File: config.mk
export PLATFORM = sky130hd
export DESIGN_NAME = fetch_top
export DESIGN_NICKNAME = d
export VERILOG_FILES = /design/src/rtl/fetch_pkg.sv /design/src/rtl/fetch_stage.sv /design/src/rtl/inst_mem.sv /design/src/rtl/decode_stage.sv /design/src/rtl/fetch_top.sv
export SDC_FILE = /design/constraint.sdc
export NUM_CORES = 1
export LEC_CHECK = 0
export BUFFER_PORTS_ARGS = -buffer_cell sky130_fd_sc_hd__buf_4
export CELL_PAD_IN_SITES_DETAIL_PLACEMENT = 0
export CELL_PAD_IN_SITES_GLOBAL_PLACEMENT = 2
export CORE_ASPECT_RATIO = 0.9
export CORE_MARGIN = 2
export CORE_UTILIZATION = 38
export DETAILED_ROUTE_END_ITERATION = 10
export HOLD_SLACK_MARGIN = 0.08
export PLACE_DENSITY = 0.91
export SKIP_CTS_REPAIR_TIMING = 1
export SLEW_MARGIN = 40
export SYNTH_ARGS = -nofsm -noshare
export SYNTH_HDL_FRONTEND = slang
export SYNTH_SLANG_ARGS = --single-unit
File: constraint.sdc
create_clock -name clk -period 6.4 [get_ports clk]
set_clock_uncertainty 0.15 [all_clocks]
set_input_delay 0.64 -clock clk [delete_from_list [all_inputs] [get_ports clk]]
set_output_delay 0.64 -clock clk [all_outputs]
set_load 0.01 [all_outputs]
File: src/rtl/fetch_pkg.sv
package fetch_pkg;

    localparam int xlen = 32;

    // First fetch address after reset
    localparam logic [xlen-1:0] reset_pc = 32'h1c00_0000;

    localparam logic [5:0] op_b  = 6'b010100;
    localparam logic [5:0] op_bl = 6'b010101;

    // Decode to fetch branch bundle
    typedef struct packed {
        logic            br_stall;
        logic            br_taken;
        logic [xlen-1:0] br_target;
    } br_bus_t;

    typedef struct packed {
        logic            adef;
        logic [xlen-1:0] inst;
        logic [xlen-1:0] pc;
    } fs_to_ds_t;

    typedef struct packed {
        logic [xlen-1:0] pc;
        logic [xlen-1:0] inst;
        logic            adef;
        logic            is_branch;
    } ds_out_t;

    // Pending redirect cause, in priority order
    typedef enum logic [1:0] {
        redir_none,
        redir_exception,
        redir_ertn,
        redir_branch
    } redirect_e;

    function automatic logic is_b_op(input logic [xlen-1:0] inst);
        return (inst[31:26] == op_b) || (inst[31:26] == op_bl);
    endfunction

    // Word 15 of every 32-word block is a B with offs26 = 4, the rest carry their address
    function automatic logic [xlen-1:0] inst_image(input logic [xlen-1:0] a);
        if (a[6:2] == 5'd15) begin
            return {op_b, 16'd4, 10'd0};
        end
        return {6'b000000, a[27:2]};
    endfunction

endpackage

File: src/rtl/fetch_stage.sv
`timescale 1ns/1ps

module fetch_stage import fetch_pkg::*; #(
    parameter int CANCEL_MAX = 7
) (
    input  logic        clk,
    input  logic        resetn,
    // Instruction memory
    output logic        req,
    output logic [31:0] addr,
    input  logic        addr_ok,
    input  logic        data_ok,
    input  logic [31:0] rdata,
    // Decode stage
    input  logic        ds_allowin,
    input  br_bus_t     br,
    output logic        fs_to_ds_valid,
    output fs_to_ds_t   fs_to_ds,
    // Redirects from later stages
    input  logic        wb_ex,
    input  logic        ertn_flush,
    input  logic [31:0] ex_entry,
    input  logic [31:0] ertn_entry
);

    localparam int cnt_w = $clog2(CANCEL_MAX + 1);

    logic             pf_en;
    logic             fs_valid;
    logic [31:0]      fs_pc;
    logic [31:0]      seq_pc;
    logic [31:0]      nextpc;

    redirect_e        now_cause;
    logic [31:0]      now_target;
    logic             redirect_now;
    redirect_e        held_cause;
    logic [31:0]      held_target;

    logic [cnt_w-1:0] cancel_cnt;
    logic             cancel_pending;
    logic             cancel_inc;
    logic             cancel_dec;

    logic             resp_ok;
    logic             fs_ready_go;
    logic             fs_leave;
    logic             fs_free;
    logic             accept;

    logic [31:0]      inst_buf;
    logic             inst_buf_valid;
    logic [31:0]      fs_inst;

    // Same-cycle redirect with exception over ertn over branch
    always_comb begin
        now_cause  = redir_none;
        now_target = br.br_target;
        if (wb_ex) begin
            now_cause  = redir_exception;
            now_target = ex_entry;
        end else if (ertn_flush) begin
            now_cause  = redir_ertn;
            now_target = ertn_entry;
        end else if (br.br_taken) begin
            now_cause  = redir_branch;
        end
    end

    assign redirect_now = (now_cause != redir_none);

    assign seq_pc = fs_pc + 32'd4;
    assign nextpc = redirect_now               ? now_target  :
                    (held_cause != redir_none) ? held_target : seq_pc;

    // Held off for the first cycle out of reset
    always_ff @(posedge clk) begin
        if (!resetn) begin
            pf_en <= 1'b0;
        end else begin
            pf_en <= 1'b1;
        end
    end

    assign cancel_pending = (cancel_cnt != '0);
    assign resp_ok        = data_ok & ~cancel_pending;  // Response of the live request
    assign fs_ready_go    = inst_buf_valid | resp_ok;

    assign fs_to_ds_valid = fs_valid & fs_ready_go & ~redirect_now;
    assign fs_leave       = fs_to_ds_valid & ds_allowin;

    // A redirect throws the current word away and frees the slot
    assign fs_free = ~fs_valid | fs_leave | redirect_now;

    assign req    = pf_en & fs_free & ~br.br_stall;
    assign addr   = nextpc;
    assign accept = req & addr_ok;

    always_ff @(posedge clk) begin
        if (!resetn) begin
            fs_valid <= 1'b0;
        end else if (fs_free) begin
            fs_valid <= accept;
        end
    end

    always_ff @(posedge clk) begin
        if (!resetn) begin
            fs_pc <= reset_pc - 32'd4;
        end else if (accept) begin
            fs_pc <= nextpc;
        end
    end

    // Redirect is remembered until its address is accepted
    always_ff @(posedge clk) begin
        if (!resetn) begin
            held_cause <= redir_none;
        end else if (redirect_now && !accept) begin
            held_cause <= now_cause;
        end else if (accept) begin
            held_cause <= redir_none;
        end
    end

    always_ff @(posedge clk) begin
        if (redirect_now && !accept) begin
            held_target <= now_target;
        end
    end

    // Responses still owed to requests killed by a redirect
    assign cancel_inc = redirect_now & fs_valid & ~fs_ready_go;
    assign cancel_dec = cancel_pending & data_ok;

    always_ff @(posedge clk) begin
        if (!resetn) begin
            cancel_cnt <= '0;
        end else begin
            case ({cancel_inc, cancel_dec})
                2'b10:   cancel_cnt <= cancel_cnt + 1'b1;
                2'b01:   cancel_cnt <= cancel_cnt - 1'b1;
                default: cancel_cnt <= cancel_cnt;
            endcase
        end
    end

    // One word kept while decode is blocked
    always_ff @(posedge clk) begin
        if (!resetn) begin
            inst_buf_valid <= 1'b0;
        end else if (redirect_now || fs_leave) begin
            inst_buf_valid <= 1'b0;
        end else if (fs_valid && resp_ok && !inst_buf_valid) begin
            inst_buf_valid <= 1'b1;
        end
    end

    always_ff @(posedge clk) begin
        if (resp_ok && !inst_buf_valid) begin
            inst_buf <= rdata;
        end
    end

    assign fs_inst = inst_buf_valid ? inst_buf : rdata;

    assign fs_to_ds = '{
        adef: |fs_pc[1:0],  // Misaligned fetch address
        inst: fs_inst,
        pc:   fs_pc
    };

    a_cancel_bound: assert property (
        @(posedge clk) disable iff (!resetn)
        (cancel_inc && !cancel_dec) |-> cancel_cnt < CANCEL_MAX
    );

    a_no_req_in_reset: assert property (
        @(posedge clk) !resetn |=> !req
    );

endmodule

File: src/rtl/inst_mem.sv
`timescale 1ns/1ps

module inst_mem import fetch_pkg::*; #(
    parameter int RESP_LAT = 2
) (
    input  logic        clk,
    input  logic        resetn,
    input  logic        req,
    input  logic [31:0] addr,
    output logic        addr_ok,
    output logic        data_ok,
    output logic [31:0] rdata
);

    localparam logic [7:0] lfsr_seed = 8'ha5;

    logic [7:0]          lfsr;
    logic                lfsr_fb;
    logic                accept;

    logic [RESP_LAT-1:0] vld_pipe;
    logic [31:0]         addr_pipe [RESP_LAT];

    // x^8 + x^6 + x^5 + x^4 + 1
    assign lfsr_fb = lfsr[7] ^ lfsr[5] ^ lfsr[4] ^ lfsr[3];

    always_ff @(posedge clk) begin
        if (!resetn) begin
            lfsr <= lfsr_seed;
        end else begin
            lfsr <= {lfsr[6:0], lfsr_fb};
        end
    end

    // Roughly one cycle in four refuses a request
    assign addr_ok = |lfsr[1:0];
    assign accept  = req & addr_ok;

    always_ff @(posedge clk) begin
        if (!resetn) begin
            vld_pipe <= '0;
        end else begin
            vld_pipe[0] <= accept;
            for (int i = 1; i < RESP_LAT; i++) begin
                vld_pipe[i] <= vld_pipe[i-1];
            end
        end
    end

    always_ff @(posedge clk) begin
        addr_pipe[0] <= addr;
        for (int i = 1; i < RESP_LAT; i++) begin
            addr_pipe[i] <= addr_pipe[i-1];
        end
    end

    // Last stage of the pipe is the response, in acceptance order
    assign data_ok = vld_pipe[RESP_LAT-1];
    assign rdata   = inst_image(addr_pipe[RESP_LAT-1]);

    a_resp_after_accept: assert property (
        @(posedge clk) disable iff (!resetn)
        data_ok |-> $past(req && addr_ok, RESP_LAT)
    );

endmodule

File: src/rtl/decode_stage.sv
`timescale 1ns/1ps

module decode_stage import fetch_pkg::*; (
    input  logic      clk,
    input  logic      resetn,
    // Fetch stage
    input  logic      fs_to_ds_valid,
    input  fs_to_ds_t fs_to_ds,
    output logic      ds_allowin,
    output br_bus_t   br,
    // Downstream
    output logic      out_valid,
    output ds_out_t   out_bus,
    input  logic      out_ready,
    // Flush
    input  logic      wb_ex,
    input  logic      ertn_flush
);

    logic        ds_valid;
    fs_to_ds_t   ds_r;
    logic        flush;
    logic        ds_go;
    logic        is_branch;
    logic [25:0] offs26;
    logic [31:0] br_offs;

    assign flush = wb_ex | ertn_flush;

    // An instruction being flushed is never handed on
    assign out_valid  = ds_valid & ~flush;
    assign ds_go      = out_valid & out_ready;
    assign ds_allowin = ~ds_valid | ds_go;

    always_ff @(posedge clk) begin
        if (!resetn) begin
            ds_valid <= 1'b0;
        end else if (flush) begin
            ds_valid <= 1'b0;
        end else if (ds_allowin) begin
            ds_valid <= fs_to_ds_valid;
        end
    end

    always_ff @(posedge clk) begin
        if (fs_to_ds_valid && ds_allowin) begin
            ds_r <= fs_to_ds;
        end
    end

    // B and BL only, a fetch fault is not decoded
    assign is_branch = is_b_op(ds_r.inst) & ~ds_r.adef;

    assign offs26  = {ds_r.inst[9:0], ds_r.inst[25:10]};
    assign br_offs = {{4{offs26[25]}}, offs26, 2'b00};

    // Taken on the way out, stall while waiting
    assign br = '{
        br_stall:  ds_valid & is_branch & ~ds_go & ~flush,
        br_taken:  ds_go & is_branch,
        br_target: ds_r.pc + br_offs
    };

    assign out_bus = '{
        pc:        ds_r.pc,
        inst:      ds_r.inst,
        adef:      ds_r.adef,
        is_branch: is_branch
    };

    a_br_exclusive: assert property (
        @(posedge clk) disable iff (!resetn) !(br.br_taken && br.br_stall)
    );

endmodule

File: src/rtl/fetch_top.sv
`timescale 1ns/1ps

module fetch_top import fetch_pkg::*; #(
    parameter int RESP_LAT   = 2,
    parameter int CANCEL_MAX = 7
) (
    input  logic        clk,
    input  logic        resetn,
    input  logic        out_ready,
    input  logic        wb_ex,
    input  logic        ertn_flush,
    input  logic [31:0] ex_entry,
    input  logic [31:0] ertn_entry,
    output logic        out_valid,
    output ds_out_t     out_bus
);

    // Memory bus
    logic        req;
    logic [31:0] addr;
    logic        addr_ok;
    logic        data_ok;
    logic [31:0] rdata;

    // Fetch to decode
    logic        fs_to_ds_valid;
    fs_to_ds_t   fs_to_ds;
    logic        ds_allowin;
    br_bus_t     br;

    fetch_stage #(
        .CANCEL_MAX (CANCEL_MAX)
    ) u_fetch (
        .clk            (clk),
        .resetn         (resetn),
        .req            (req),
        .addr           (addr),
        .addr_ok        (addr_ok),
        .data_ok        (data_ok),
        .rdata          (rdata),
        .ds_allowin     (ds_allowin),
        .br             (br),
        .fs_to_ds_valid (fs_to_ds_valid),
        .fs_to_ds       (fs_to_ds),
        .wb_ex          (wb_ex),
        .ertn_flush     (ertn_flush),
        .ex_entry       (ex_entry),
        .ertn_entry     (ertn_entry)
    );

    inst_mem #(
        .RESP_LAT (RESP_LAT)
    ) u_imem (
        .clk     (clk),
        .resetn  (resetn),
        .req     (req),
        .addr    (addr),
        .addr_ok (addr_ok),
        .data_ok (data_ok),
        .rdata   (rdata)
    );

    decode_stage u_decode (
        .clk            (clk),
        .resetn         (resetn),
        .fs_to_ds_valid (fs_to_ds_valid),
        .fs_to_ds       (fs_to_ds),
        .ds_allowin     (ds_allowin),
        .br             (br),
        .out_valid      (out_valid),
        .out_bus        (out_bus),
        .out_ready      (out_ready),
        .wb_ex          (wb_ex),
        .ertn_flush     (ertn_flush)
    );

endmodule

### After elaboration in Yosys (flattened, before gate mapping)

Memories as Yosys holds them, arrays and structs flattened.
Index checks and enable logic that the tools add are counted.

* memory bits (read-only): 0
* memories kept: 1
* bits in latches: 0
* bits in registers: 180
* output and inout bits: 67
* RAM bits: 64
* word-level logic and storage cells: 92

* multiply operators: 0
* reduce and logical (&&, ||, !) cells: 18
* add/subtract/negate cells: 4
* mux-type cells: 15
* bitwise operators: 35
* equality and inequality tests: 5
* magnitude comparators: 0
* div/mod/pow operators: 0
* shift-type cells: 0

Memory list
* u_imem.addr_pipe: words 2, bits a word 32, read ports 2, clocked after Yosys merged registers in 0, write ports 2, line inst_mem.sv:22 `logic [31:0] addr_pipe [RESP_LAT];`

Operators with widths (number)
* $mux 32: 7
* $add 32x3->32 const B: 1
* $add 32x32->32: 1
* $and 1x1->1: 17
* $eq 6x5->1 const B: 2
* $mux 2: 5
* $not 1->1: 10
* $reduce_bool 2->1: 4
* $reduce_or 2->1: 4
* $pmux 3 s2: 1
* $eq 5x4->1 const B: 1
* $logic_and 1x1->1: 5
* $or 1x1->1: 5
* $add 3x1->3 const B: 1
* $reduce_bool 3->1: 1
* $sub 3x1->3 const B: 1
* $xor 1x1->1: 3
* $eq 2x1->1 const B: 1
* $eq 2x2->1 const B: 1
* $logic_not 1->1: 2
* $logic_or 1x1->1: 2
* $mux 1: 2

### Longest topological paths before layout

Gate-level depths: netlist of run 1.

* word-level depth: 20
* mapped depth: 12
* mapped depth without buffers: 10

### Hierarchy

From an unflattened synthesis of run 1, not the netlist that was laid out.

* cells, all modules: 1024
* area total of the unflattened synthesis: 11039.3 um^2

By module, submodules not included
* fetch_stage: times used 1, area each 5828.1 um^2, cells an instance 612
* decode_stage: times used 1, area each 3619.7 um^2, cells an instance 297
* inst_mem: times used 1, area each 1591.5 um^2, cells an instance 115

### Worst setup path before layout of run 1

Ideal clock, no wire load.

* kind: input port to flip-flop
* from: input ertn_flush
* to: register u_decode.ds_r (netlist bit u_decode.out_bus[10]), enable pin
* setup time: 0.478 ns
* setup slack: 1.729 ns
* data required time: 5.772 ns
* arrival: 4.042 ns
* path buffers: 2
* stages: 7
* cells stage by stage: nor2_1 > nand2_1 > clkbuf_1 > buf_1 > nor2_1 > nand2_1 > nor2_1

* cells in the longest elaborated chain, start to end: 12
* elaborated cells between the ends (all ways): 13
* classes of those cells: mux (3); bitwise (8); reduce/logical (2)

Ends and longest elaborated chain
* from (decl): line fetch_top.sv:11 `input logic ertn_flush,`
* $or 1x1->1: line decode_stage.sv:28 `assign flush = wb_ex | ertn_flush;`
* $not 1->1: line decode_stage.sv:31 `assign out_valid = ds_valid & ~flush;`
* $and 1x1->1: line decode_stage.sv:31
* $and 1x1->1: line decode_stage.sv:32 `assign ds_go = out_valid & out_ready;`
* $and 1x1->1: line decode_stage.sv:60 `br_taken: ds_go & is_branch,`
* $mux 2: line fetch_stage.sv:65 `end else if (br.br_taken) begin`
* $mux 2: line fetch_stage.sv:62 `end else if (ertn_flush) begin`
* $mux 2: line fetch_stage.sv:59 `if (wb_ex) begin`
* $reduce_bool 2->1: line fetch_stage.sv:70 `assign redirect_now = (now_cause != redir_none);`
* $not 1->1: line fetch_stage.sv:89 `assign fs_to_ds_valid = fs_valid & fs_ready_go & ~redirect_now;`
* $and 1x1->1: line fetch_stage.sv:89
* $logic_and 1x1->1 (*): line decode_stage.sv:46 `if (fs_to_ds_valid && ds_allowin) begin`
* to (signal assigned): line decode_stage.sv:47 `ds_r <= fs_to_ds;`
* to (decl): line decode_stage.sv:21 `fs_to_ds_t ds_r;`

Mark *: on every way between the ends. The rest lies on a longest branch, timed or not.
A chain may end at the register's enable or synchronous reset.

### Worst setup path after layout of run 1

* from: register u_decode.ds_r (netlist bit u_decode.out_bus[12])
* to: register u_fetch.held_target[30], data pin

* cells in the longest elaborated chain, start to end: 3

Ends and longest elaborated chain
* $add 32x32->32: line decode_stage.sv:61 `br_target: ds_r.pc + br_offs`
* $mux 32: line fetch_stage.sv:62
* $mux 32: line fetch_stage.sv:59
* via u_fetch.now_target[30]: line fetch_stage.sv:35 `logic [31:0] now_target;`
* to (signal assigned): line fetch_stage.sv:128 `held_target <= now_target;`
* to (decl): line fetch_stage.sv:38 `logic [31:0] held_target;`

The timed path passes the listed nets, and every way through them passes these cells.

==> flow_summary.json, run 1 <==
{
  "status": "complete, no violations",
  "fin_tns_setup_ns": 0,
  "die_area_mm2": 0.0298,
  "synth_cell_types": 72,
  "syn_area_mm2": 0.0108,
  "r2r_setup_slack_ns": 2.66,
  "cellPowerDensity_mw_per_mm2": 273,
  "maxCapViolations": 0,
  "die_x_um": 182,
  "clk_latency_ns": 0.52,
  "finalNetCount": 1233,
  "cts_sinks": 222,
  "p_sw_uw": 917,
  "htree_num_levels": 1,
  "crit_type": "reg2reg",
  "r2r-start": "u_decode.out_bus[12]",
  "hold_start": "u_imem.addr_pipe[0][9]",
  "r2r_end": "u_fetch.held_target[30]",
  "power.internal_mw": 2.62,
  "drt-initial-drc-count": 908,
  "die_y_um": 164,
  "drive_gt1_frac": 0.206,
  "synth_edf_count": 119,
  "rows": 58,
  "root_buffer": "clkbuf_16",
  "clkPwrFrac": 0.395,
  "coreArea_mm2": 0.0279,
  "synth_ff_type": "edfxtp_1",
  "async_flop_share": 0,
  "antenna_found_initial": 0,
  "viasPerCell": 5.69,
  "finalPower_mw": 3.53,
  "final.setup.worst_slack_ns": 2.66,
  "leakage_nw": 4.98,
  "numPortBuffers": 131,
  "wl_per_cell_um": 22.1,
  "pwr-share-seq": 0.481,
  "drc": 0,
  "grt_max_degree": 61,
  "grt_pass1_vias": 8095,
  "synth_seq_area_share": 0.522,
  "netSwitchingFraction": 0.259,
  "yosys-top-cells-area": "edfxtp_1, dfxtp_1, ha_1",
  "path_max_fanout": 6,
  "avgSynthCellArea_um2": 10.6,
  "slew_viol_final": 0,
  "path_clk_slew_ns": 0.06,
  "io_pins": 136,
  "crit_path_end_kind": "flop",
  "timing.final.crit_share": 0.585,
  "setup_viol": 0,
  "final_cell_count_no_fill": 1509,
  "num_vias": 8581,
  "grt_pass1_wl_um": 49800,
  "hpwl_um": 24300,
  "track_usage": 0.221,
  "utilization": 0.463,
  "antenna_left": 0,
  "fmax_mhz": 267,
  "crit_required_ns": 6.61,
  "start_util": 0.387,
  "hold-path-endpoint": "u_imem.addr_pipe[0][41]",
  "cts_tree": "built",
  "tightest_slew_ns": 0.804,
  "yosysWarnings": 0,
  "holdCritPathClass": "reg2reg",
  "min_path_cells": 0,
  "yosysTopAreaCell": "edfxtp_1",
  "grt-ovfl-total": 0,
  "area_growth_pct": 19.7,
  "hold_viol": 0,
  "synth_top_area_frac": 0.331,
  "totalWireLength_um": 33300,
  "finalCriticalPeriod_ns": 3.74,
  "r2r_cells": 10,
  "synth-seq-cells": 222,
  "relSlewSlack": 0.461,
  "cts_buffer_depth": 3,
  "gp_congestion": 0.880,
  "vdd_ir_drop_max_uv": 199,
  "cp-start-kind": "flop",
  "dp_cells": 1465,
  "critPathArrivalTime_ns": 3.95,
  "cts_inserted_buffers": 24,
  "rsz0062_at_grt": "no",
  "insertedDiodeCount": 0,
  "p_comb_frac": 0.124,
  "synthCells": 1022,
  "first_pass_iters": 5,
  "dp_slack_ns": 2.85
}
==> stage by stage <==
step,hold WS [ns],area [µm²]
floorplan,0.160,10800
global placement,0.160,12100
detailed placement,0.163,12100
CTS,0.173,12900
global route,0.175,12900
finish,0.174,12900
==> critical path, cell delays in order (launching register included) <==
cell and delay (ns):
edfxtp_1 0.40, ha_1 0.24, fa_1 0.44, a211oi_1 0.39
o21bai_1 0.21, and3_1 0.26, o2111ai_2 0.38, a211oi_1 0.14
a211oi_1 0.66, mux2i_1 0.14, o21ai_0 0.17
==> registers in the layout, summed over array words and instances, names as in the netlist, named ones only <==
name / cells
u_fetch.inst_buf: 27
u_decode.ds_valid: 1
u_fetch.fs_pc: 30
u_fetch.pf_en: 1
u_fetch.held_cause: 2
u_imem.vld_pipe: 2
u_fetch.fs_valid: 1
u_fetch.inst_buf_valid: 1
u_imem.lfsr: 8
u_fetch.held_target: 32
u_fetch.cancel_cnt: 3
u_decode.out_bus: 60
u_imem.addr_pipe: 52
==> final cells by class <==
class | instances | area, µm²
Inverter | 21 | 78.8
Fill cell | 2591 | 15000
Clock buffer | 31 | 689
Sequential cell | 222 | 5640
Multi-Input combinational cell | 719 | 4860
Tap cell | 360 | 450
Clock inverter | 13 | 114
Timing Repair Buffer | 143 | 1100
==> cells by family after synthesis <==
group	count (synthesis)	synth area share
and+or+nand+nor	332	0.156
adders and majority gates	33	0.0396
other	1	0.000347
buffers and inverters	84	0.0322
DFF	222	0.522
muxes	42	0.0424
AOI/OAI and AO/OA	262	0.170
xor gates and xnor gates	46	0.0373
==> synth_stat cells (15+ instances only) <==
library cell  number
edfxtp_1         119
clkbuf_1          46
nand3_1           35
mux2_2            30
dfxtp_1          103
nor3_1            20
a21o_1            24
ha_1              31
a21oi_1           45
nand2_1           86
o21ai_0           44
and2_1            42
inv_1             21
xnor2_1           22
and3_1            15
xor2_1            24
nor2_1            61
a31oi_1           16
o21a_1            15
o211ai_1          25
==> per-layer routing <==
layer	track usage	wire, µm	vias up
li1	-	-	4005
met1	0.327	15400	4193
met2	0.348	14700	349
met3	0.0297	2580	34
met4	0.0432	585	0
met5	0	0	-
==> how the worst max path moves through the flow <==
stage,startpoint,endpoint,slack [ns],cells after the start
after floorplan,ertn_flush,u_decode.out_bus[10],1.73,7
after global routing,u_decode.out_bus[12],u_fetch.fs_pc[30],2.60,10
final,u_decode.out_bus[12],u_fetch.held_target[30],2.66,10
after CTS,u_decode.out_bus[12],u_fetch.held_target[30],2.80,10
after detailed placement,u_decode.out_bus[12],u_fetch.held_target[30],2.85,10
after global placement,wb_ex,u_fetch.fs_pc[24],2.89,7
==> placed cells by master (no fill, tap or decap), drive strengths merged, types with 22 or more instances in the layout <==
cell,synthesis,layout
dfxtp,103,103
o21ai,46,46
xor2,24,24
ha,31,31
and2,43,43
a21o,24,24
buf,16,143
clkbuf,47,31
inv,21,23
nand3,35,35
nand2,86,86
edfxtp,119,119
mux2,30,30
a21oi,45,45
nor2,61,61
o211ai,25,25
xnor2,22,22
==> power groups by stage <==
stage	logic (mW)	registers, mW	clock network [mW]
6_report	0.438	1.70	1.40
5_1_grt	0.480	1.71	1.47
4_1_cts	0.436	1.70	1.42
3_5_place_dp	0.433	1.73	0
3_3_place_gp	0.423	1.73	0
2_1_floorplan	0.292	1.69	0
No activity file was read; power rests on OpenSTA's default activity.
==> run 2, diff against run 1 <==
Clock period 6.4 ns to 3.5 ns, I/O delays scaled along.
==> run 2 against run 1 <==
Compared with the run above:
- clock power increased by 80%
- wire length about the same
- power increased by 82%
- highest routed layer unchanged
- sequential power increased by 82%
- cell area increased by 2.2%
- worst setup slack got worse by 2.5 ns
- combinational power increased by 89%
- largest cell class unchanged
==> flow_summary.json, run 2 (same netlist as run 1, synthesis figures left out) <==
{
  "min_path_cells": 3,
  "maxCapViolations": 0,
  "totalWireLength_um": 33300,
  "crit_path_end_kind": "flop",
  "timing.final.crit_share": 0.954,
  "num_vias": 8711,
  "r2r_end": "u_fetch.fs_pc[30]",
  "tightest_slew_ns": 0.657,
  "track_usage": 0.221,
  "slowest_stage": "fa_1",
  "r2r_cells": 11,
  "cts_inserted_buffers": 25,
  "slew_viol_final": 0,
  "antenna_found_initial": 1,
  "grt_pass1_wl_um": 50000,
  "insertedDiodeCount": 0,
  "hold_viol": 0,
  "grt_pass1_vias": 8184,
  "r2r_setup_slack_ns": 0.16,
  "first_pass_iters": 5,
  "antenna_left": 0,
  "place_area_mm2": 0.0122,
  "start_util": 0.387,
  "status": "complete, no violations",
  "cts_tree": "built",
  "design_area_mm2": 0.0132,
  "cellPowerDensity_mw_per_mm2": 488,
  "setup_viol": 0,
  "crit_type": "reg2reg",
  "vdd_ir_drop_max_uv": 298,
  "rsz0062_at_grt": "no",
  "final-seq-area_mm2": 0.00564,
  "fin_tns_setup_ns": 0,
  "r2r-start": "u_decode.out_bus[12]",
  "cts_buffer_depth": 3,
  "root_buffer": "clkbuf_16",
  "wl_per_cell_um": 21.5,
  "hpwl_um": 24100,
  "final_cell_mix": "buf_4, edfxtp_1, dfxtp_1",
  "hold-path-endpoint": "u_fetch.fs_pc[10]",
  "cp-start-kind": "flop",
  "area_growth_pct": 22.4,
  "path_max_fanout": 6,
  "coreArea_mm2": 0.0279,
  "critPathArrivalTime_ns": 3.58,
  "critPathMaxStageDelay_ns": 0.45,
  "leakage_nw": 5.12,
  "path_delay_family": "compound AO/OA/AOI/OAI gates",
  "die_x_um": 182,
  "finalCriticalPeriod_ns": 3.34,
  "die_y_um": 164,
  "io_pins": 136,
  "relSlewSlack": 0.561,
  "viasPerCell": 5.64,
  "drt-initial-drc-count": 829,
  "numPortBuffers": 131,
  "largest_reg_flops": 60,
  "grt_max_degree": 61,
  "crit_buf_inv": 1,
  "num-fill-cells": 2597,
  "path_clk_slew_ns": 0.06,
  "multi_input_area_mm2": 0.00486,
  "clk_latency_ns": 0.52,
  "hold_start": "ex_entry[10]",
  "htree_num_levels": 1,
  "fmax_mhz": 299,
  "gp_congestion": 0.893,
  "layout_commonest_cell": "buf_4",
  "crit_path_cell_trace": "ha_1 -> fa_1 -> a211oi_2 -> o21bai_1 -> and3_1 -> o2111ai_2 -> a21o_1 -> a211oi_1 -> buf_4 -> a222oi_1 -> a31oi_1",
  "rows": 58,
  "holdCritPathClass": "in2reg",
  "drive_gt1_frac": 0.210,
  "drc": 0,
  "die_area_mm2": 0.0298,
  "cts_sinks": 222,
  "finalNetCount": 1269,
  "grt-ovfl-total": 0,
  "crit_required_ns": 3.74
}
run 2: worst max-delay path by stage:
stage | startpoint | to | slack [ns] | cells past startpoint
finish | u_decode.out_bus[12] | u_fetch.fs_pc[30] | 0.16 | 11
global route | u_decode.out_bus[12] | u_fetch.fs_pc[30] | 0.03 | 11
CTS | u_decode.out_bus[12] | u_fetch.fs_pc[30] | 0.08 | 11
detailed placement | u_decode.out_bus[12] | u_fetch.fs_pc[30] | 0.12 | 11
global placement | u_decode.out_bus[12] | u_fetch.fs_pc[30] | 0.15 | 11
floorplan | u_decode.out_bus[1] | u_fetch.held_target[0] | 0.16 | 6
run 2: per-layer routing:
metal / GRT usage / share of wire / vias to the layer above
met3: 0.0368 / 0.070 / 56
li1: - / - / 4088
met4: 0.0610 / 0.025 / 0
met1: 0.326 / 0.47 / 4233
met5: 0 / 0 / -
met2: 0.335 / 0.44 / 334
run 2: cell type report:
type                    count  area share
clock buffers              28      0.0482
clock inverters            17      0.0109
inverters                  21     0.00596
multi-input cells         719       0.368
flip-flops and latches    222       0.426
well taps                 360      0.0341
repair buffers            178       0.107
run 2: worst min-delay path: cells and delay by family:
family | cells | cell delay [ns]
AOI/OAI and AO/OA | 2 | 0.25
buffers and inverters | 1 | 0.10
run 2: per-stage QoR:
| stage | util | hold WS, ns | setup WS (ns) | instances | total power [mW] |
|---|---|---|---|---|---|
| 2_1_floorplan | - | 0.160 | 0.159 | 1025 | 3.63 |
| 3_3_place_gp | 0.438 | 0.160 | 0.152 | 1480 | 3.94 |
| 3_5_place_dp | 0.438 | 0.162 | 0.117 | 1480 | 3.95 |
| 4_1_cts | 0.466 | -0.0392 | 0.0766 | 1525 | 6.45 |
| 5_1_grt | 0.473 | 0.0808 | 0.0264 | 1545 | 6.67 |
| 6_report | 0.473 | 0.0604 | 0.160 | 1545 | 6.45 |
run 2: power breakdown:
group / switching, mW / internal [mW] / total [mW]
Clock: 1.07 / 1.46 / 2.52
Sequential: 0.127 / 2.97 / 3.10
Combinational: 0.469 / 0.357 / 0.826
Total: 1.66 / 4.79 / 6.45
